<file path="config.mk">
export PLATFORM = sky130hd
export DESIGN_NAME = memStage
export DESIGN_NICKNAME = d
export VERILOG_FILES = /design/src/isaPkg.sv /design/src/pipePkg.sv /design/src/memStage.sv
export SDC_FILE = /design/constraint.sdc
export NUM_CORES = 1
export LEC_CHECK = 0
export BUFFER_PORTS_ARGS = -buffer_cell sky130_fd_sc_hd__buf_4
export CAP_MARGIN = 0
export CORE_ASPECT_RATIO = 2
export CORE_UTILIZATION = 40
export CTS_BUF_LIST = sky130_fd_sc_hd__clkbuf_4
export CTS_CLUSTER_DIAMETER = 30
export DETAILED_ROUTE_END_ITERATION = 6
export GPL_ROUTABILITY_DRIVEN = 1
export PLACE_DENSITY = 0.9
export SYNTH_ARGS = -nofsm -noshare
export SYNTH_HDL_FRONTEND = slang
export SYNTH_SLANG_ARGS = --single-unit
</file>
<file path="constraint.sdc">
create_clock -name clk -period 3.45 [get_ports clk]
set_input_delay 0.1725 -clock clk [delete_from_list [all_inputs] [get_ports clk]]
set_output_delay 0.1725 -clock clk [all_outputs]
set_load 0.01 [all_outputs]
</file>
<file path="src/isaPkg.sv">
//****************************************
// Instruction set of the 16-bit core
// Word addressed, 256 words, 8 registers
// rt and imm6 share the low six bits
// Opcodes 9 to 15 are illegal
//****************************************
`default_nettype none
package isaPkg;

   localparam int MEM_ADDR_BITS = 8;
   localparam int NUM_REGS = 8;

   typedef logic [15:0] word_t;
   typedef logic [MEM_ADDR_BITS-1:0] memAddr_t;
   typedef logic [2:0] regIdx_t;
   typedef logic signed [5:0] imm6_t;

   typedef enum logic [3:0] {
      OP_NOP  = 4'h0,
      OP_ADD  = 4'h1,
      OP_SUB  = 4'h2,
      OP_AND  = 4'h3,
      OP_ADDI = 4'h4,
      OP_LD   = 4'h5,
      OP_ST   = 4'h6,
      OP_BEQZ = 4'h7,
      OP_HALT = 4'h8
   } opcode_e;

   // rt sits in imm6[5:3]
   typedef struct packed {
      logic [3:0] opcode;
      regIdx_t rd;
      regIdx_t rs;
      imm6_t imm6;
   } instr_t;

endpackage
`default_nettype wire

</file>
<file path="src/pipePkg.sv">
//****************************************
// Pipeline handoffs and memory bus types
// Tag bit 1 selects the peer, bit 0 is
// the fetch epoch
//****************************************
`default_nettype none
package pipePkg;

   typedef logic [1:0] credit_t;
   typedef logic [1:0] reqTag_t;

   localparam credit_t FETCH_CREDITS = 2'd2;
   localparam credit_t DATA_CREDITS = 2'd1;

   typedef enum logic [1:0] {
      ALU_ADD = 2'd0,
      ALU_SUB = 2'd1,
      ALU_AND = 2'd2
   } aluOp_e;

   typedef struct packed {
      logic valid;
      isaPkg::word_t pc;
      isaPkg::word_t instr;
   } fetchOut_t;

   typedef struct packed {
      logic valid;
      isaPkg::opcode_e opcode;
      aluOp_e aluOp;
      isaPkg::regIdx_t rd;
      isaPkg::word_t opA;
      isaPkg::word_t opB;
      isaPkg::word_t imm;
      isaPkg::word_t pc;
      logic regWrite;
      logic isLoad;
      logic isStore;
      logic isBranch;
      logic isHalt;
   } decodeOut_t;

   typedef struct packed {
      logic valid;
      isaPkg::regIdx_t rd;
      isaPkg::word_t result;
      isaPkg::word_t storeData;
      logic regWrite;
      logic isLoad;
      logic isStore;
      logic isHalt;
   } execOut_t;

   typedef struct packed {
      logic valid;
      isaPkg::regIdx_t rd;
      isaPkg::word_t data;
      logic regWrite;
      logic isHalt;
   } wbOut_t;

   typedef struct packed {
      logic valid;
      logic regWrite;
      isaPkg::regIdx_t rd;
   } regBusy_t;

   typedef struct packed {
      logic valid;
      isaPkg::word_t target;
   } redirect_t;

   typedef struct packed {
      logic valid;
      logic write;
      isaPkg::memAddr_t addr;
      isaPkg::word_t wdata;
      reqTag_t tag;
   } memReq_t;

   typedef struct packed {
      logic valid;
      isaPkg::word_t rdata;
      reqTag_t tag;
   } memResp_t;

endpackage
`default_nettype wire

</file>
<file path="src/memStage.sv">
//****************************************
// Data access with one credit
// Loads and stores stall until the
// response returns, stores included
//****************************************
`timescale 1ns/100ps
`default_nettype none
module memStage (
   input wire logic clk,
   input wire logic rstN,
   input wire pipePkg::execOut_t execOut,
   input wire logic dataGrant,
   input wire pipePkg::memResp_t dataResp,
   output pipePkg::memReq_t dataReq,
   output pipePkg::wbOut_t wbOut,
   output logic memStall
);
   import isaPkg::*;
   import pipePkg::*;

   credit_t credits;
   logic reqSent;
   logic memOp;
   logic issue;

   always_comb begin
      memOp = execOut.valid && (execOut.isLoad || execOut.isStore);
      dataReq.valid = memOp && !reqSent && credits != 2'd0;
      dataReq.write = execOut.isStore;
      dataReq.addr = execOut.result[MEM_ADDR_BITS-1:0];
      dataReq.wdata = execOut.storeData;
      dataReq.tag = 2'b10;
      issue = dataReq.valid && dataGrant;
      memStall = memOp && !dataResp.valid;
   end

   always_ff @(posedge clk) begin
      if (!rstN) begin
         credits <= DATA_CREDITS;
         reqSent <= 1'b0;
         wbOut <= '0;
      end else begin
         credits <= credits - credit_t'(issue) + credit_t'(dataResp.valid);
         if (issue)
            reqSent <= 1'b1;
         else if (dataResp.valid)
            reqSent <= 1'b0;
         wbOut.valid <= execOut.valid && !memStall;
         wbOut.rd <= execOut.rd;
         wbOut.data <= execOut.isLoad ? dataResp.rdata : execOut.result;
         wbOut.regWrite <= execOut.regWrite;
         wbOut.isHalt <= execOut.isHalt;
      end
   end

endmodule
`default_nettype wire

</file>
* Word level (Yosys, flattened, before mapping) *
Cells that the tools add are included.
Widths: inputs -> output; s select.

operators by class
  muxes and demuxes = 3
  reduce and logical (&&, ||, !) cells = 12
  $add $sub $neg = 2

operators by type and width
  cell               count
  $mux 16            1
  $logic_and 1x1->1  6
  $reduce_bool 2->1  2
  $logic_not 1->1    3
  $add 2x1->2        1
  $mux 1             2
  $sub 2x1->2        1
  $logic_or 1x1->1   1

word-level totals
  bits in registers = 25
  bits of input ports = 62
  word-level logic and storage cells = 24
  output and inout bits = 51

* Depth between registers and ports, before layout *
Gate-level depths: netlist (run 1).

  word-level depth = 7
  mapped depth = 9
  mapped depth without buffers = 8

* Least setup slack after synthesis (run 1) *
Ideal clock, no wire load.

  kind = flip-flop to flip-flop
  start = reg credits[1]
  end = reg credits[1]
  setup slack = 1.901 ns
  clock period less this slack = 1.549 ns
  path buffers = 0
  data arrival time = 1.434 ns
  cell stages (with the launch flop) = 9
  required time = 3.335 ns
  setup time = 0.115 ns
  cells stage by stage = dfxtp_1 > nor2_1 > nor4b_4 > ha_1 > inv_1 > ha_1 > xnor2_1 > xnor2_1 > and2_1

on the way
  longest elaborated chain between the ends = 5

ends and longest elaborated chain
  element                 line            text
  from (decl)             memStage.sv:21  credit_t credits;
  from (signal assigned)  memStage.sv:43  credits <= credits - credit_t'(issue) + credit_t'(dataResp.valid);
  $reduce_bool 2->1       memStage.sv:28  dataReq.valid = memOp && !reqSent && credits != 2'd0;
  $logic_and 1x1->1       memStage.sv:28
  $logic_and 1x1->1       memStage.sv:33  issue = dataReq.valid && dataGrant;
  named net issue         memStage.sv:24  logic issue;
  $sub 2x1->2             memStage.sv:43
  $add 2x1->2             memStage.sv:43

The timed path passes the listed nets, and every way through them passes these cells.
A chain may end at the register's enable or synchronous reset.

* Worst setup path in the final report (run 1) *
Ends and elaborated chain as after synthesis.

==> impl_results.md, run 1 <==
* CP Data Required Time at 3.68 ns
* Longest Clk Path Bufs at 2
* Layout Nets at 226
* Total congestion overflow at 0
* Largest net degree at the start of global routing at 26
* Crit Path Category: reg -> reg
* Initial antenna violation count at 0
* Slew Limit Fails at 0
* Crit path cell chain: nor2_1 -> nor4b_4 -> ha_1 -> inv_1 -> ha_1 -> xnor2_1 -> xnor2_1 -> and2_1
* Post-route minimum period at 1.664 ns
* Hold Buf Count CTS at 0
* Chip Width at 40.22 um
* Initial Util at 42.19%
* Post-CTS sizing at 0
* Status: completed
* Worst Hold Path EP: wbOut[0]
* DRC at 0
* DR vias/cell at 4.674
* Depth of the CTS H-tree at 1
* Hold Crit Class: in -> reg
* Final hold vios at 0
* Share of layout cells above drive strength 1 at 50.93%
* Hpwl dp at 2145 um
* Reg2reg start: credits[1]
* TritonCTS clock tree: yes
* Vias in the first global route at 884
* First-pass GRT wire length at 3608 um
* Ports at 113
* YS warnings at 0
* Max frequency at 601.1 MHz
* Layout area overhead at 34.58%
* Period utilization at 48.22%
* Syn_area_per_cell at 10.43 sq um
* PwrDens at 381.4 nW/um^2
* Clock edge transition at the registers on the reported setup and hold paths at 0.14 ns
* Syn Std Cell Area at 1169 sq um
* Worst VDD drop at 0.2812 mV
* Number of library cell types mapped by synthesis at 18
* Commonest cells after routing, fill and taps aside: 76 x buf_4, 25 x dfxtp_1, 17 x nor2b_1
* Core Footprint at 2770 sq um
* DR iter-0 viols at 6
* Clk_lat worst skew at 0.31 ns
* Initial DRT Pass Iterations at 4
* Overall routing resource usage at 16.91%
* Final worst slack at 1.786 ns
* Total CTS buffers at 3
* Final Cell Area at 1573 sq um
* Critical-path top delay cell: dfxtp_1
* Synthesis-stage register bit count at 25
* Crit path DAT at 1.89 ns
* Mapped Cells at 112
* WHS Path Cells at 2
* R2r endpoint: credits[1]
* RSZ-0062 raised after global routing: false
* Most common library cell in the layout ignoring fill and taps: buf_4
* Dpl cell area at 1543 sq um
* Routed wire length at 2612 um
* Net count after synthesis at 176
* Reg2Reg Setup Slack at 1.79 ns
* CTS Root Cell: clkbuf_4
* Critical Path End Type: flop
* Final clock skew at 0.0001501 ns
* Crit path from: credits[1]
* Detail Route Antenna Nets at 0
* Delay-heaviest family, CP: simple AND/OR/NAND/NOR gates
* Reg2reg path depth at 8
* Worst slack, placed at 1.665 ns
* Chip height at 78.44 um
* Setup TNS at 0 ns
* Final setup fails at 0
* # rows at 27
* Hold path startpoint: execOut[0]
* Max cap viols at 0
* Post-synthesis sequential area ratio at 42.83%
* Leak Pwr at 0.8072 nW
* Antenna diodes at 0
* Tot Pwr at 0.5999 mW
* CP Max Fanout at 2
* CP bufs+invs at 1
* Worst setup SP type: flop
* Routability cong. at 0.6908
* Die footprint at 3155 sq um
* Largest stage delay, worst path at 0.37 ns
* Port Buffer Count at 76
* Postcts setup bufs at 0
* Sink Count at 25
* Drt wl/cell at 13.75 um
* Via count at 888
[cells by family after synthesis]
| kind of cell | synth area share (%) |
|---|---|
| xor gates and xnor gates | 1.499 |
| other | 0.6426 |
| AOI/OAI and AO/OA | 2.035 |
| muxes | 13.70 |
| and+or+nand+nor | 16.59 |
| buffers and inverters | 20.56 |
| adders and majority gates | 2.141 |
| DFF | 42.83 |
[cells in the mapped netlist]
library cell / count / area share [%]
nor3_1: 1 / 0.43
and2_1: 6 / 3.2
inv_1: 2 / 0.64
o21ai_4: 1 / 1.4
nor4b_4: 1 / 2.0
conb_1: 2 / 0.64
nor2b_1: 17 / 9.1
mux2i_1: 16 / 14
buf_4: 27 / 17
o21a_1: 1 / 0.64
clkbuf_1: 2 / 0.64
nand2b_1: 1 / 0.54
xnor2_1: 2 / 1.5
nor2_1: 3 / 0.96
buf_6: 2 / 1.9
dfxtp_1: 25 / 43
nand2_1: 1 / 0.32
ha_1: 2 / 2.1
[area by class of cell]
class,count,area [sq um]
Tap cell,29,36.28
Timing Repair Buffer,76,570.5
Fill cell,262,1197
Clock inverter,1,7.507
Sequential cell,25,500.5
Inverter,2,7.507
Clock buffer,3,22.52
Multi-Input combinational cell,54,427.9
[routing by layer]
| layer | up-vias | global-route usage, % | routed length, um |
|---|---|---|---|
| li1 | 421 | - | - |
| met1 | 389 | 11.92 | 734 |
| met2 | 60 | 31.94 | 1472 |
| met3 | 18 | 2.260 | 234 |
| met4 | 0 | 15.00 | 170 |
| met5 | - | 0 | 0 |
[power breakdown]
part           switching, mW  leakage, nW  internal, mW  total (mW)
clock                 0.0881       0.0139        0.0442       0.132
combinational         0.0592        0.585        0.0891       0.148
sequential           0.00831        0.208         0.311       0.319
total                  0.156        0.807         0.444       0.600
[worst max-delay path by stage]
stage	slack (ns)	endpoint	cells after the start
CTS	1.77	credits[1]	8
floorplan	1.90	credits[1]	8
global route	1.68	credits[1]	8
finish	1.79	credits[1]	8
global placement	1.73	credits[1]	9
detailed placement	1.67	credits[1]	9
[stage by stage]
stage / util [%] / cells / hold slack (ns)
global route: 56.78 / 190 / 0.03035
global placement: 55.69 / 186 / 0.3451
floorplan: - / 112 / 0.2455
CTS: 56.78 / 190 / 0.04170
finish: 56.78 / 190 / 0.05076
detailed placement: 55.69 / 186 / 0.3451
[sequential cells by signal, summed over array words and instances, names as in the netlist]
| register | flops |
|---|---|
| wbOut | 22 |
| credits | 2 |
| reqSent | 1 |
[worst register-to-register path, delay by kind of cell, from the launching register on]
kind | cells | cell delay [ns]
XOR/XNOR | 2 | 0.21
AND/OR/NAND/NOR | 3 | 0.53
adder cells (fa/ha/maj) | 2 | 0.41
flip-flops | 1 | 0.37
buffers and inverters | 1 | 0.05
Note: power is estimated with default switching activity, not from simulation.
==> run 2: changes to the inputs <==
CORE_UTILIZATION = 37   (was 40)
PLACE_DENSITY = 0.85   (was 0.9)
clock period = 1.6 ns   (was 3.45 ns; I/O delays follow)
==> impl_results.md, run 2 (same netlist as run 1, synthesis figures left out) <==
* Die footprint at 3401 sq um (was 3155 sq um)
* Vias in the first global route at 1037 (was 884)
* Post-route minimum period at 1.588 ns (was 1.664 ns)
* TritonCTS clock tree: yes (unchanged)
* Worst setup SP type: flop (unchanged)
* CP Data Required Time at 1.82 ns (was 3.68 ns)
* Share of layout cells above drive strength 1 at 53.80% (was 50.93%)
* Worst slack, placed at -0.08898 ns (was 1.665 ns)
* Worst setup path end: credits[1] (unchanged)
* Period utilization at 99.25% (was 48.22%)
* Max FFs per register at 22 (unchanged)
* Detail Route Antenna Nets at 0 (unchanged)
* First-pass GRT wire length at 4236 um (was 3608 um)
* Final hold vios at 0 (unchanged)
* Most flops, register: wbOut (unchanged)
* Reg2Reg Setup Slack at 0.01 ns (was 1.79 ns)
* # rows at 28 (was 27)
* Ports at 113 (unchanged)
* Antenna diodes at 0 (unchanged)
* DR iter-0 viols at 4 (was 6)
* Chip height at 81.48 um (was 78.44 um)
* Commonest cells after routing, fill and taps aside: 79 x buf_4, 22 x dfxtp_1, 17 x nor2b_1 (was 76 x buf_4, 25 x dfxtp_1, 17 x nor2b_1)
* Port Buffer Count at 76 (unchanged)
* Initial DRT Pass Iterations at 4 (unchanged)
* Clk_lat worst skew at 0.30 ns (was 0.31 ns)
* Max cap viols at 0 (unchanged)
* Largest regs: wbOut x22, credits x2, reqSent x1 (unchanged)
* Leak Pwr at 0.8552 nW (was 0.8072 nW)
* Worst VDD drop at 0.4374 mV (was 0.2812 mV)
* Largest stage delay, worst path at 0.37 ns (about the same)
* Final Util at 56.85% (was 56.78%)
* Reg2reg path depth at 8 (unchanged)
* Hold Crit Class: in -> reg (unchanged)
* PwrDens at 798.9 nW/um^2 (was 381.4 nW/um^2)
* # fillers at 256 (was 262)
* Initial Util at 39.24% (was 42.19%)
* Via count at 956 (was 888)
* Core Footprint at 2978 sq um (was 2770 sq um)
* Critical-path top delay cell: dfxtp_2 (was dfxtp_1)
* DR vias/cell at 4.756 (was 4.674)
* Max frequency at 629.7 MHz (was 601.1 MHz)
* Overall routing resource usage at 16.47% (was 16.91%)
* Clock edge transition at the registers on the reported setup and hold paths at 0.15 ns (was 0.14 ns)
* Drt wl/cell at 14.45 um (was 13.75 um)
* Final setup fails at 0 (unchanged)
* Final clock skew at 0.001183 ns (was 0.0001501 ns)
* Most common library cell in the layout ignoring fill and taps: buf_4 (unchanged)
* Slew Limit Fails at 0 (unchanged)
* DRC at 0 (unchanged)
* Total CTS buffers at 3 (unchanged)
* Critical Path End Type: flop (unchanged)
* Crit Path Category: reg -> reg (unchanged)
* Depth of the CTS H-tree at 1 (unchanged)
* Routability cong. at 0.7150 (was 0.6908)
* Status: completed (unchanged)
* Final worst slack at 0.01203 ns (was 1.786 ns)
* Routed wire length at 2905 um (was 2612 um)
* Initial antenna violation count at 0 (unchanged)
* Area of the multi-input gates at 450.4 sq um (was 427.9 sq um)
* Sink Count at 25 (unchanged)
* Crit path cell chain: nor2_2 -> nor4b_4 -> ha_1 -> inv_2 -> ha_4 -> xnor2_2 -> xnor2_1 -> and2_1 (was nor2_1 -> nor4b_4 -> ha_1 -> inv_1 -> ha_1 -> xnor2_1 -> xnor2_1 -> and2_1)
* Longest Clk Path Bufs at 2 (unchanged)
* Total congestion overflow at 0 (unchanged)
* Crit path from: credits[0] (was credits[1])
* Crit path DAT at 1.80 ns (was 1.89 ns)
* Largest net degree at the start of global routing at 26 (unchanged)
* Seq. cell area at 504.2 sq um (was 500.5 sq um)
* R2r endpoint: credits[1] (unchanged)
* Chip Width at 41.74 um (was 40.22 um)
* Layout Nets at 236 (was 226)
* Reg2reg start: credits[0] (was credits[1])
* CP Max Fanout at 2 (unchanged)
* Layout area overhead at 44.86% (was 34.58%)
* RSZ-0062 raised after global routing: true (was false)
* CTS Root Cell: clkbuf_4 (unchanged)
==> run 2: cell types whose count changed in the layout (fill, tap and decap cells not counted), moves of 3 or more <==
| cell | previous run | this run |
|---|---|---|
| dlygate4sd3_1 | 0 | 7 |
| dfxtp_1 | 25 | 22 |
| buf_4 | 76 | 79 |
| dfxtp_2 | 0 | 3 |
==> run 2: worst min-delay path by stage <==
| stage | from | endpoint | slack (ns) | cells past startpoint |
|---|---|---|---|---|
| floorplan | rstN | credits[0] | 0.15 | 1 |
| global placement | execOut[5] | dataReq[3] | 0.16 | 0 |
| detailed placement | execOut[5] | dataReq[3] | 0.16 | 0 |
| CTS | execOut[28] | wbOut[10] | 0.003 | 3 |
| global route | dataResp[7] | wbOut[7] | 0.005 | 3 |
| finish | execOut[28] | wbOut[10] | 0.01 | 3 |
==> run 2: metal layers <==
layer  share of wire, %  up-vias  GRT usage, %
met5                  0        -             0
met4                5.5        0         15.81
met3                7.6       26         2.637
met2                 58       61         33.75
met1                 29      428         11.55
li1                   -      441             -
==> run 2: layout make-up <==
cell class                      instances  share of cell area (%)
Sequential cell                        25                   29.79
Tap cell                               30                   2.217
Clock inverter                          1                  0.4435
Clock buffer                            3                   1.330
Multi-Input combinational cell         54                   26.61
Inverter                                2                  0.4435
Timing Repair Buffer                   86                   39.17
==> run 2: per-stage QoR <==
step / cells / hold slack (ns) / power [mW] / TNS [ns] / area, sq um
after floorplan: 112 / 0.1530 / 0.9077 / 0 / 1169
after global placement: 188 / 0.1601 / 1.014 / 0 / 1551
after detailed placement: 188 / 0.1601 / 1.033 / -0.08898 / 1551
after CTS: 201 / 0.003452 / 1.366 / 0 / 1693
after global routing: 201 / 0.005118 / 1.422 / -0.04530 / 1693
final: 201 / 0.01059 / 1.352 / 0 / 1693
==> run 2: power breakdown <==
part           switching, mW  internal [mW]
registers             0.0209          0.674
logic                  0.145          0.227
clock network          0.191         0.0953
total                  0.357          0.996
==> run 2: what timing repair did <==
item                                    CTS  global route
hold endpoints to repair                  6             0
pin swaps                                 4             0
endpoints found under the setup margin    1             1
resized for setup                         8             0
hold buffers                              7             0
buffers inserted                          2             0
==> run 2: critical path, delay by kind of cell (launching register included) <==
family                   cells  cell delay [ns]
flip-flops                   1             0.37
XOR/XNOR                     2             0.19
AND/OR/NAND/NOR              3             0.44
buffers and inverters        1             0.07
adder cells (fa/ha/maj)      2             0.42
