$ cat config.mk
export PLATFORM = sky130hd
export DESIGN_NAME = fetchStage
export DESIGN_NICKNAME = d
export VERILOG_FILES = /design/src/isaPkg.sv /design/src/pipePkg.sv /design/src/fetchStage.sv
export SDC_FILE = /design/constraint.sdc
export NUM_CORES = 1
export LEC_CHECK = 0
export BUFFER_PORTS_ARGS = -buffer_cell sky130_fd_sc_hd__buf_2
export CAP_MARGIN = 20
export CORE_MARGIN = 2
export CORE_UTILIZATION = 59
export CTS_BUF_LIST = sky130_fd_sc_hd__clkbuf_4 sky130_fd_sc_hd__clkbuf_8
export DETAILED_ROUTE_END_ITERATION = 7
export PLACE_DENSITY = 0.9
export SLEW_MARGIN = 20
export SYNTH_ARGS = -nofsm -noshare
export SYNTH_HDL_FRONTEND = slang
export SYNTH_SLANG_ARGS = --single-unit
$ cat constraint.sdc
create_clock -name clk -period 6.9 [get_ports clk]
set_input_delay 1.725 -clock clk [delete_from_list [all_inputs] [get_ports clk]]
set_output_delay 1.725 -clock clk [all_outputs]
set_load 0.01 [all_outputs]
$ cat src/isaPkg.sv
//****************************************
// Instruction set of the 16-bit core
// Word addressed, 256 words, 8 registers
// rt and imm6 share the low six bits
// Opcodes 9 to 15 are illegal
//****************************************
`default_nettype none
package isaPkg;

   localparam int MEM_ADDR_BITS = 8;
   localparam int NUM_REGS = 8;

   typedef logic [15:0] word_t;
   typedef logic [MEM_ADDR_BITS-1:0] memAddr_t;
   typedef logic [2:0] regIdx_t;
   typedef logic signed [5:0] imm6_t;

   typedef enum logic [3:0] {
      OP_NOP  = 4'h0,
      OP_ADD  = 4'h1,
      OP_SUB  = 4'h2,
      OP_AND  = 4'h3,
      OP_ADDI = 4'h4,
      OP_LD   = 4'h5,
      OP_ST   = 4'h6,
      OP_BEQZ = 4'h7,
      OP_HALT = 4'h8
   } opcode_e;

   // rt sits in imm6[5:3]
   typedef struct packed {
      logic [3:0] opcode;
      regIdx_t rd;
      regIdx_t rs;
      imm6_t imm6;
   } instr_t;

endpackage
`default_nettype wire

$ cat src/pipePkg.sv
//****************************************
// Pipeline handoffs and memory bus types
// Tag bit 1 selects the peer, bit 0 is
// the fetch epoch
//****************************************
`default_nettype none
package pipePkg;

   typedef logic [1:0] credit_t;
   typedef logic [1:0] reqTag_t;

   localparam credit_t FETCH_CREDITS = 2'd2;
   localparam credit_t DATA_CREDITS = 2'd1;

   typedef enum logic [1:0] {
      ALU_ADD = 2'd0,
      ALU_SUB = 2'd1,
      ALU_AND = 2'd2
   } aluOp_e;

   typedef struct packed {
      logic valid;
      isaPkg::word_t pc;
      isaPkg::word_t instr;
   } fetchOut_t;

   typedef struct packed {
      logic valid;
      isaPkg::opcode_e opcode;
      aluOp_e aluOp;
      isaPkg::regIdx_t rd;
      isaPkg::word_t opA;
      isaPkg::word_t opB;
      isaPkg::word_t imm;
      isaPkg::word_t pc;
      logic regWrite;
      logic isLoad;
      logic isStore;
      logic isBranch;
      logic isHalt;
   } decodeOut_t;

   typedef struct packed {
      logic valid;
      isaPkg::regIdx_t rd;
      isaPkg::word_t result;
      isaPkg::word_t storeData;
      logic regWrite;
      logic isLoad;
      logic isStore;
      logic isHalt;
   } execOut_t;

   typedef struct packed {
      logic valid;
      isaPkg::regIdx_t rd;
      isaPkg::word_t data;
      logic regWrite;
      logic isHalt;
   } wbOut_t;

   typedef struct packed {
      logic valid;
      logic regWrite;
      isaPkg::regIdx_t rd;
   } regBusy_t;

   typedef struct packed {
      logic valid;
      isaPkg::word_t target;
   } redirect_t;

   typedef struct packed {
      logic valid;
      logic write;
      isaPkg::memAddr_t addr;
      isaPkg::word_t wdata;
      reqTag_t tag;
   } memReq_t;

   typedef struct packed {
      logic valid;
      isaPkg::word_t rdata;
      reqTag_t tag;
   } memResp_t;

endpackage
`default_nettype wire

$ cat src/fetchStage.sv
//****************************************
// Fetch with two credits and a two-entry
// buffer; responses return in order
// Old-epoch responses are dropped
//****************************************
`timescale 1ns/100ps
`default_nettype none
module fetchStage (
   input wire logic clk,
   input wire logic rstN,
   input wire pipePkg::redirect_t redirect,
   input wire logic stall,
   input wire logic stop,
   input wire logic fetchGrant,
   input wire pipePkg::memResp_t fetchResp,
   output pipePkg::memReq_t fetchReq,
   output pipePkg::fetchOut_t fetchOut
);
   import isaPkg::*;
   import pipePkg::*;

   credit_t credits;
   word_t pc;
   logic epoch;
   word_t entryPc [2];
   word_t entryInstr [2];
   logic [1:0] allocCnt;
   logic [1:0] fillCnt;
   logic head;
   logic issue;
   logic respOk;
   logic fill;
   logic pop;
   logic allocIdx;
   logic fillIdx;

   always_comb begin
      fetchReq.valid = !stop && credits != 2'd0 && allocCnt != 2'd2;
      fetchReq.write = 1'b0;
      fetchReq.addr = pc[MEM_ADDR_BITS-1:0];
      fetchReq.wdata = '0;
      fetchReq.tag = {1'b0, epoch};
      issue = fetchReq.valid && fetchGrant;
      // A response with nothing outstanding is a leftover from reset
      respOk = fetchResp.valid && credits != FETCH_CREDITS;
      fill = respOk && fetchResp.tag[0] == epoch && !redirect.valid;
      fetchOut.valid = fillCnt != 2'd0;
      fetchOut.pc = entryPc[head];
      fetchOut.instr = entryInstr[head];
      pop = fetchOut.valid && !stall && !redirect.valid;
      allocIdx = head ^ allocCnt[0];
      fillIdx = head ^ fillCnt[0];
   end

   always_ff @(posedge clk) begin
      if (!rstN) begin
         credits <= FETCH_CREDITS;
         pc <= '0;
         epoch <= 1'b0;
         allocCnt <= 2'd0;
         fillCnt <= 2'd0;
         head <= 1'b0;
      end else begin
         credits <= credits - credit_t'(issue) + credit_t'(respOk);
         if (redirect.valid) begin
            pc <= redirect.target;
            epoch <= ~epoch;
            allocCnt <= 2'd0;
            fillCnt <= 2'd0;
         end else begin
            if (issue)
               pc <= pc + 16'd1;
            allocCnt <= allocCnt + 2'(issue) - 2'(pop);
            fillCnt <= fillCnt + 2'(fill) - 2'(pop);
            head <= head ^ pop;
         end
      end
   end

   always_ff @(posedge clk) begin
      if (issue && !redirect.valid)
         entryPc[allocIdx] <= pc;
      if (fill)
         entryInstr[fillIdx] <= fetchResp.rdata;
   end

endmodule
`default_nettype wire

; ---- Word-level counts from Yosys, hierarchy flattened
; Memories as Yosys holds them, arrays and structs flattened. A register that Yosys moved wholly into a read port is not among the register bits.
; Index checks and enable logic that the tools add are counted.
[word_totals]
regBits = 24
latchBits = 0
ram_bits = 64
mem_bits_ro = 0
input_bits = 41
output_inout_bits = 61
wordCells = 49
mem_count = 2
[classes]
n_addsub = 7
mul = 0
div = 0
n_lt_le_gt_ge = 0
eq_ne = 3
n_shift = 0
muxes = 10
n_bitwise = 5
n_reduce_logical = 16
[memory_table]
columns = memory, depth, width, read_ports, rd_ports_with_merged_regs, wr, line
row1 = entryInstr, 2, 16, 1, 1, 1, fetchStage.sv:26  ; word_t entryInstr [2];
row2 = entryPc, 2, 16, 1, 1, 1, fetchStage.sv:25  ; word_t entryPc [2];
[op_table]
columns = op, count
row1 = two-way mux 16 bit, 2
row2 = adder 16 x 1 -> 16 bit (second input constant), 1
row3 = logical AND 1 bit, 9
row4 = two-way mux 1 bit, 8
row5 = adder 2 x 1 -> 2 bit, 3
row6 = nonzero test 2 bit, 3
row7 = subtractor 2 x 1 -> 2 bit, 3
row8 = != test 2 bit (second input constant), 2
row9 = logical NOT 1 bit, 3
row10 = XOR 1 bit, 3
row11 = NOT 1 bit, 2
row12 = OR reduction 2 bit, 1
row13 = == test 1 bit, 1

; ---- Depth between registers and ports, before layout
; Gate-level depths: netlist of run 1.
[logic_depth]
ltp_word = 7
ltp_mapped = 10
mapped_depth_nobuf = 9

; ---- Least setup slack after synthesis of run 1
; Ideal clock, no wire load.
[synth_path]
kind = input to register
from = input port stop
to = memory entryPc[1][0] in the netlist's numbering, enable pin
setup_ns = 0.409
t_arrival_ns = 3.709
t_required_ns = 6.491
path_slack_ns = 2.782
cell_stages = 4
path_buffers = 1
path_cell_list = o21bai_2 > or3b_2 > clkbuf_1 > nor3_1
[synth_between]
elab_chain_len = 7
[synth_rtl]
columns = element, line
row1 = "start, declared", fetchStage.sv:13  ; input wire logic stop,
row2 = logical NOT 1 bit, fetchStage.sv:38  ; fetchReq.valid = !stop && credits != 2'd0 && allocCnt != 2'd2;
row3 = logical AND 1 bit (2 in a row), fetchStage.sv:38
row4 = logical AND 1 bit, fetchStage.sv:43  ; issue = fetchReq.valid && fetchGrant;
row5 = logical AND 1 bit, fetchStage.sv:81  ; if (issue && !redirect.valid)
row6 = two-way mux 1 bit, fetchStage.sv:81
row7 = two-way mux 1 bit (implied by the code), fetchStage.sv:82  ; entryPc[allocIdx] <= pc;
row8 = "end, declared", fetchStage.sv:25
; No other way between the ends.

==> results of run 1 <==
## registers in the layout, indices dropped and copies added, names as in the netlist, named ones only
register	flops
pc	16
credits	2
entryPc	32
epoch	1
entryInstr	32
allocCnt	2
head	1
fillCnt	2
## kinds of logic (layout without fill, tap and decap cells)
group,Yosys count,after routing,synth area share
adders and majority gates,7,7,0.0220
DFF,89,89,0.609
xor gates and xnor gates,15,15,0.0330
AOI/OAI and AO/OA,41,41,0.0683
and+or+nand+nor,70,70,0.103
muxes,33,33,0.0931
buffers and inverters,47,109,0.0702
other,1,18,0.000943
## per-stage QoR
| stage | setup WS, ns | instance area [um^2] | utilization | hold WS (ns) |
|---|---|---|---|---|
| 6_report | 2.86 | 4570 | 0.712 | 0.525 |
| 5_1_grt | 2.81 | 4570 | 0.712 | 0.536 |
| 4_1_cts | 2.85 | 4570 | 0.712 | 0.526 |
| 3_5_place_dp | 2.89 | 4330 | 0.674 | 0.512 |
| 3_3_place_gp | 2.88 | 4330 | 0.674 | 0.489 |
| 2_1_floorplan | 2.78 | 4040 | - | 0.463 |
## layer usage
layer / vias to the layer above / wire length, um
li1: 1232 / -
met1: 1247 / 3000
met2: 117 / 3990
met3: 16 / 450
met4: 0 / 178
met5: - / 0
## critical path, stage by stage
cell and delay (ns):
buf_2 0.10, o21bai_2 0.21, nor2_1 0.13, buf_2 0.15
## area by class of cell
class / instances / area, um^2 / share of cell area
clock inverter: 5 / 104 / 0.0227
sequential: 89 / 2420 / 0.530
inverter: 7 / 26.3 / 0.00575
timing repair buffer: 86 / 440 / 0.0963
multi-input combinational: 184 / 1340 / 0.294
clock buffer: 11 / 139 / 0.0304
tap: 77 / 96.3 / 0.0211
## power groups by stage
stage	registers, mW	clock network, mW	logic [mW]
after floorplan	0.636	0	0.0988
after global placement	0.640	0	0.124
after detailed placement	0.644	0	0.131
after CTS	0.633	0.428	0.132
after global routing	0.637	0.449	0.147
final	0.634	0.423	0.131
## synthesized netlist by cell type, types with 2 or more instances
cell       count  area (um^2)
a21oi_1        5         25.0
xor2_1         7         61.3
nand2_1        7         26.3
o2111ai_1      3         26.3
mux2_2        32          360
and3_1         4         25.0
o21ai_0       15         75.1
nor3_1         5         25.0
nand4_1        4         25.0
edfxtp_1      64         1920
buf_1          3         11.3
a32oi_1        2         17.5
clkbuf_1       9         33.8
inv_1          7         26.3
and2_1         6         37.5
and4_1         2         17.5
xnor2_1        8         70.1
nand2b_1       4         25.0
nor4_1         2         12.5
or3_1          4         25.0
nor2b_1        4         25.0
nor3b_1        2         15.0
nor4b_1        3         26.3
buf_4         27          203
o211ai_1       2         15.0
ha_1           7         87.6
nor2_1         6         22.5
a31oi_1        5         31.3
dfxtp_1       25          500
o211a_1        2         20.0
nand3_1       12         60.1
## path summary, 6_finish.rpt
check,start,endpoint
max reg2reg,credits[0]$_SDFF_PN0_,entryPc[0][15]$_DFFE_PP_
min reg2reg,pc[14]$_SDFFE_PN0P_,entryPc[1][14]$_DFFE_PP_
min,pc[14]$_SDFFE_PN0P_,entryPc[1][14]$_DFFE_PP_
max,stop,fetchReq[27]
==> key figures, run 1 <==
CTS
  – Root Driver: clkbuf_8
  – Number of buffers added for setup after CTS: 0
  – Clk buf depth: 2
  – CTS tree: yes
  – Clock transition at the registers of the reported paths: 0.08 ns
  – CTS Buf Count: 9
  – H-tree levels: 3
  – Resized cells post-CTS: 0
  – # hold bufs at CTS: 0
  – Worst-Skew Late Latency: 0.35 ns
  – CTS sink cnt: 89

Detailed routing
  – Via count: 2,612
  – Initial drt markers: 310
  – Total Routed Length: 7.62 mm
  – Drt wl/cell: 16.6 um
  – Vias/cell: 5.69
  – Final ANT Viol Nets: 0
  – Residual DRC: 0
  – Initial DRT Pass Iterations: 4

Yosys
  – Predominant post-synthesis flop cell: edfxtp_1
  – Fraction of registers with async set or reset after synthesis: 0
  – Ys Warns: 0
  – FF+latch count, synth: 89
  – Gate Count Post-Synth: 303
  – Sequential share of the synthesized area: 0.609
  – Post-synth EDFFs: 64
  – Unique masters post-synth: 46
  – Syn_area_per_cell: 13.1 um^2
  – Synthesized area: 3980 um^2

Die
  – Core area: 6420 um^2
  – DIE AREA: 7410 um^2
  – Die Width: 86.1 um
  – Initial core utilization: 0.619
  – Die Y: 86.1 um
  – # rows: 29
  – Ports: 102

Power
  – Lkg Pwr: 1.82 nW
  – Sw Share: 0.232
  – Clk pwr share: 0.356
  – Sequential share of power: 0.533
  – Total power: 1.19 mW
  – NetSw: 0.275 mW
  – Int Pwr: 0.913 mW
  – PwrDens: 260 nW/um^2
  – Worst vdd ir: 0.167 mV
  – Logic gate share of total power: 0.111

Global route
  – Gr busiest metal: met2
  – Vias in the first global route: 2,554
  – Total Routing Usage GR: 0.212
  – Residual overflow from global routing: 0
  – GR Util met2: 0.373
  – Initial antenna violation count: 0
  – M1 GR Usage: 0.251
  – Met3 usage: 0.0395
  – First-pass GRT wire length: 11.9 mm
  – Largest net degree at the start of global routing: 34

Timing
  – Slew margin rel.: 0.445
  – Worst Skew: 0.00973 ns
  – RSZ-0062 raised after global routing: no
  – Maximum clock rate: 0.247 GHz
  – Slew Viols, Final: 0
  – Final Hold Violating Endpoints: 0
  – Final Cycle Share: 0.586
  – TNS Setup: 0 ns
  – Final setup fails: 0
  – Min cycle time layout: 4.04 ns
  – Worst-Margin Slew: 0.832 ns

Placement
  – GPL Wtd Cong: 0.761
  – # port buffers: 82
  – Hpwl dp: 5.14 mm
  – Placed insts: 443

Critical path
  – Required time of the critical path: 5.18 ns
  – Crit path launch type: input port
  – Slack of the worst reg-to-reg path: 4.54 ns
  – Critical path type: in2out
  – R2R cell count: 4
  – CP Data Arrival Time: 2.32 ns
  – CP Max Fanout: 5
  – Endpoint class of the critical path: primary output

Cells and area
  – Antenna cells: 0
  – Most frequent cells in the layout: buf_2 (82), edfxtp_1 (64), mux2_2 (32)
  – Area delta synth->final: 15.0%
  – Fill cells: 435
  – Layout cells sized above 1: 0.361
  – Nets: 425
  – Cell Count, Final, Fillers Out: 459
  – Most common cell after layout, fill and taps aside: buf_2

Outcome
  – Status: complete, no violations

Hold path
  – Tightest Hold Check Type: reg2reg
  – Worst Hold Depth: 0

Job
  – Count of max-cap constraint violations: 0
Power figures use the tool's default switching activity.
==> run 2: changes to the inputs <==
--- a/config.mk
+++ b/config.mk
@@ -8,10 +8,10 @@
 export BUFFER_PORTS_ARGS = -buffer_cell sky130_fd_sc_hd__buf_2
 export CAP_MARGIN = 20
 export CORE_MARGIN = 2
-export CORE_UTILIZATION = 59
+export CORE_UTILIZATION = 55
 export CTS_BUF_LIST = sky130_fd_sc_hd__clkbuf_4 sky130_fd_sc_hd__clkbuf_8
 export DETAILED_ROUTE_END_ITERATION = 7
-export PLACE_DENSITY = 0.9
+export PLACE_DENSITY = 0.84
 export SLEW_MARGIN = 20
 export SYNTH_ARGS = -nofsm -noshare
 export SYNTH_HDL_FRONTEND = slang
==> constraint.sdc (replaced) <==
create_clock -name clk -period 4.1 [get_ports clk]
set_input_delay 1.025 -clock clk [delete_from_list [all_inputs] [get_ports clk]]
set_output_delay 1.025 -clock clk [all_outputs]
set_load 0.01 [all_outputs]
==> key figures, run 2 (same netlist as run 1, synthesis figures left out) <==
Power
  – Int Pwr: 1.41 mW
  – Sw Share: 0.253
  – Sequential share of power: 0.566
  – Logic gate share of total power: 0.116
  – Lkg Pwr: 1.79 nW
  – Clk pwr share: 0.317
  – Total power: 1.88 mW
  – NetSw: 0.476 mW
  – PwrDens: 414 nW/um^2
  – Worst vdd ir: 0.284 mV

Global route
  – Total Routing Usage GR: 0.191
  – Initial antenna violation count: 0
  – Largest net degree at the start of global routing: 34
  – Vias in the first global route: 2,330
  – Residual overflow from global routing: 0
  – First-pass GRT wire length: 11.1 mm

Detailed routing
  – Residual DRC: 0
  – Total Routed Length: 7.52 mm
  – Vias/cell: 5.41
  – Initial drt markers: 189
  – Via count: 2,586
  – Initial DRT Pass Iterations: 4
  – Drt wl/cell: 15.7 um
  – Final ANT Viol Nets: 0

Cells and area
  – Most common cell after layout, fill and taps aside: buf_2
  – Layout cells sized above 1: 0.361
  – Nets: 425
  – Antenna cells: 0
  – Largest registers: entryInstr: 32 flops, entryPc: 32 flops, pc: 16 flops
  – Fill cells: 560
  – Reg area: 2420 um^2
  – Area delta synth->final: 14.5%
  – Multi-input logic area: 1340 um^2
  – Most frequent cells in the layout: buf_2 (82), edfxtp_1 (64), mux2_2 (32)

Die
  – Die Width: 89.0 um
  – Die Y: 89.0 um
  – Initial core utilization: 0.576
  – DIE AREA: 7930 um^2
  – Ports: 102
  – Core area: 6910 um^2
  – # rows: 30

Hold path
  – Tightest Hold Check Type: reg2reg
  – Worst Hold Depth: 0
  – Min-delay src: pc[9]$_SDFFE_PN0P_
  – Hold Path Sink: entryPc[0][9]$_DFFE_PP_

Critical path
  – Critical-path cell list: buf_4 > mux2_2 > buf_2
  – Critical-path top delay cell: dfxtp_1
  – Crit path launch type: flop
  – Required time of the critical path: 3.07 ns
  – CP Max Fanout: 18
  – Slack of the worst reg-to-reg path: 1.73 ns
  – Critical path type: reg2out
  – Reg2reg end: entryPc[0][15]$_DFFE_PP_
  – R2R Path Start: credits[0]$_SDFF_PN0_
  – Endpoint class of the critical path: primary output
  – R2R cell count: 4
  – CP peak stage delay: 0.79 ns
  – CP Data Arrival Time: 2.04 ns

CTS
  – Clk buf depth: 2
  – CTS Buf Count: 9
  – # hold bufs at CTS: 0
  – Number of buffers added for setup after CTS: 0
  – Clock transition at the registers of the reported paths: 0.09 ns
  – Root Driver: clkbuf_8
  – Resized cells post-CTS: 0
  – CTS sink cnt: 89
  – H-tree levels: 3
  – CTS tree: yes
  – Worst-Skew Late Latency: 0.35 ns

Timing
  – Slew margin rel.: 0.452
  – Worst-Margin Slew: 0.822 ns
  – Slew Viols, Final: 0
  – Final Hold Violating Endpoints: 0
  – Maximum clock rate: 0.326 GHz
  – RSZ-0062 raised after global routing: no
  – Final setup fails: 0
  – Hold slack: 0.528 ns
  – Final Cycle Share: 0.747
  – Worst Skew: 0.0127 ns
  – Min cycle time layout: 3.06 ns
  – TNS Setup: 0 ns

Placement
  – Hpwl dp: 5.14 mm
  – GPL Wtd Cong: 0.828
  – # port buffers: 82

Outcome
  – Status: complete, no violations

Job
  – Count of max-cap constraint violations: 0
run 2: metrics by stage:
step,worst slack [ns],util,std cells,cell area [um^2]
finish,1.04,0.659,478,4550
floorplan,0.682,-,320,4040
global placement,1.04,0.630,462,4350
global route,0.883,0.659,478,4550
detailed placement,0.953,0.630,462,4350
CTS,1.00,0.659,478,4550
run 2: critical path: cells and delay by family (launching register included):
family	cells	cell delay, ns
flops	1	0.79
buf+inv	2	0.52
mux	1	0.37
run 2: routing by layer:
metal	wire, um	vias up	GRT usage
li1	-	1239	-
met1	3090	1263	0.237
met4	153	0	0.0651
met5	0	-	0
met2	3900	70	0.324
met3	371	14	0.0526
run 2: power by group through the flow:
stage | Sequential (mW) | Clock, mW | Combinational (mW)
final | 1.07 | 0.597 | 0.219
after global routing | 1.07 | 0.648 | 0.248
after CTS | 1.06 | 0.604 | 0.222
after detailed placement | 1.09 | 0 | 0.220
after global placement | 1.08 | 0 | 0.209
after floorplan | 1.07 | 0 | 0.166
run 2: how the worst max path moves through the flow:
stage | from | endpoint | cells past startpoint
finish | flop | fetchOut[0] | 3
global route | flop | fetchOut[9] | 3
CTS | flop | fetchOut[14] | 3
detailed placement | stop | entryPc[0][12]$_DFFE_PP_ | 5
global placement | stop | entryPc[0][7]$_DFFE_PP_ | 5
floorplan | stop | entryPc[1][0]$_DFFE_PP_ | 4
run 2: cell type report:
cell class | count | share of cell area
Clock buffer | 10 | 0.0289
Clock inverter | 6 | 0.0148
Inverter | 7 | 0.00577
Multi-Input combinational cell | 184 | 0.295
Sequential cell | 89 | 0.532
Tap cell | 96 | 0.0264
Timing Repair Buffer | 86 | 0.0968
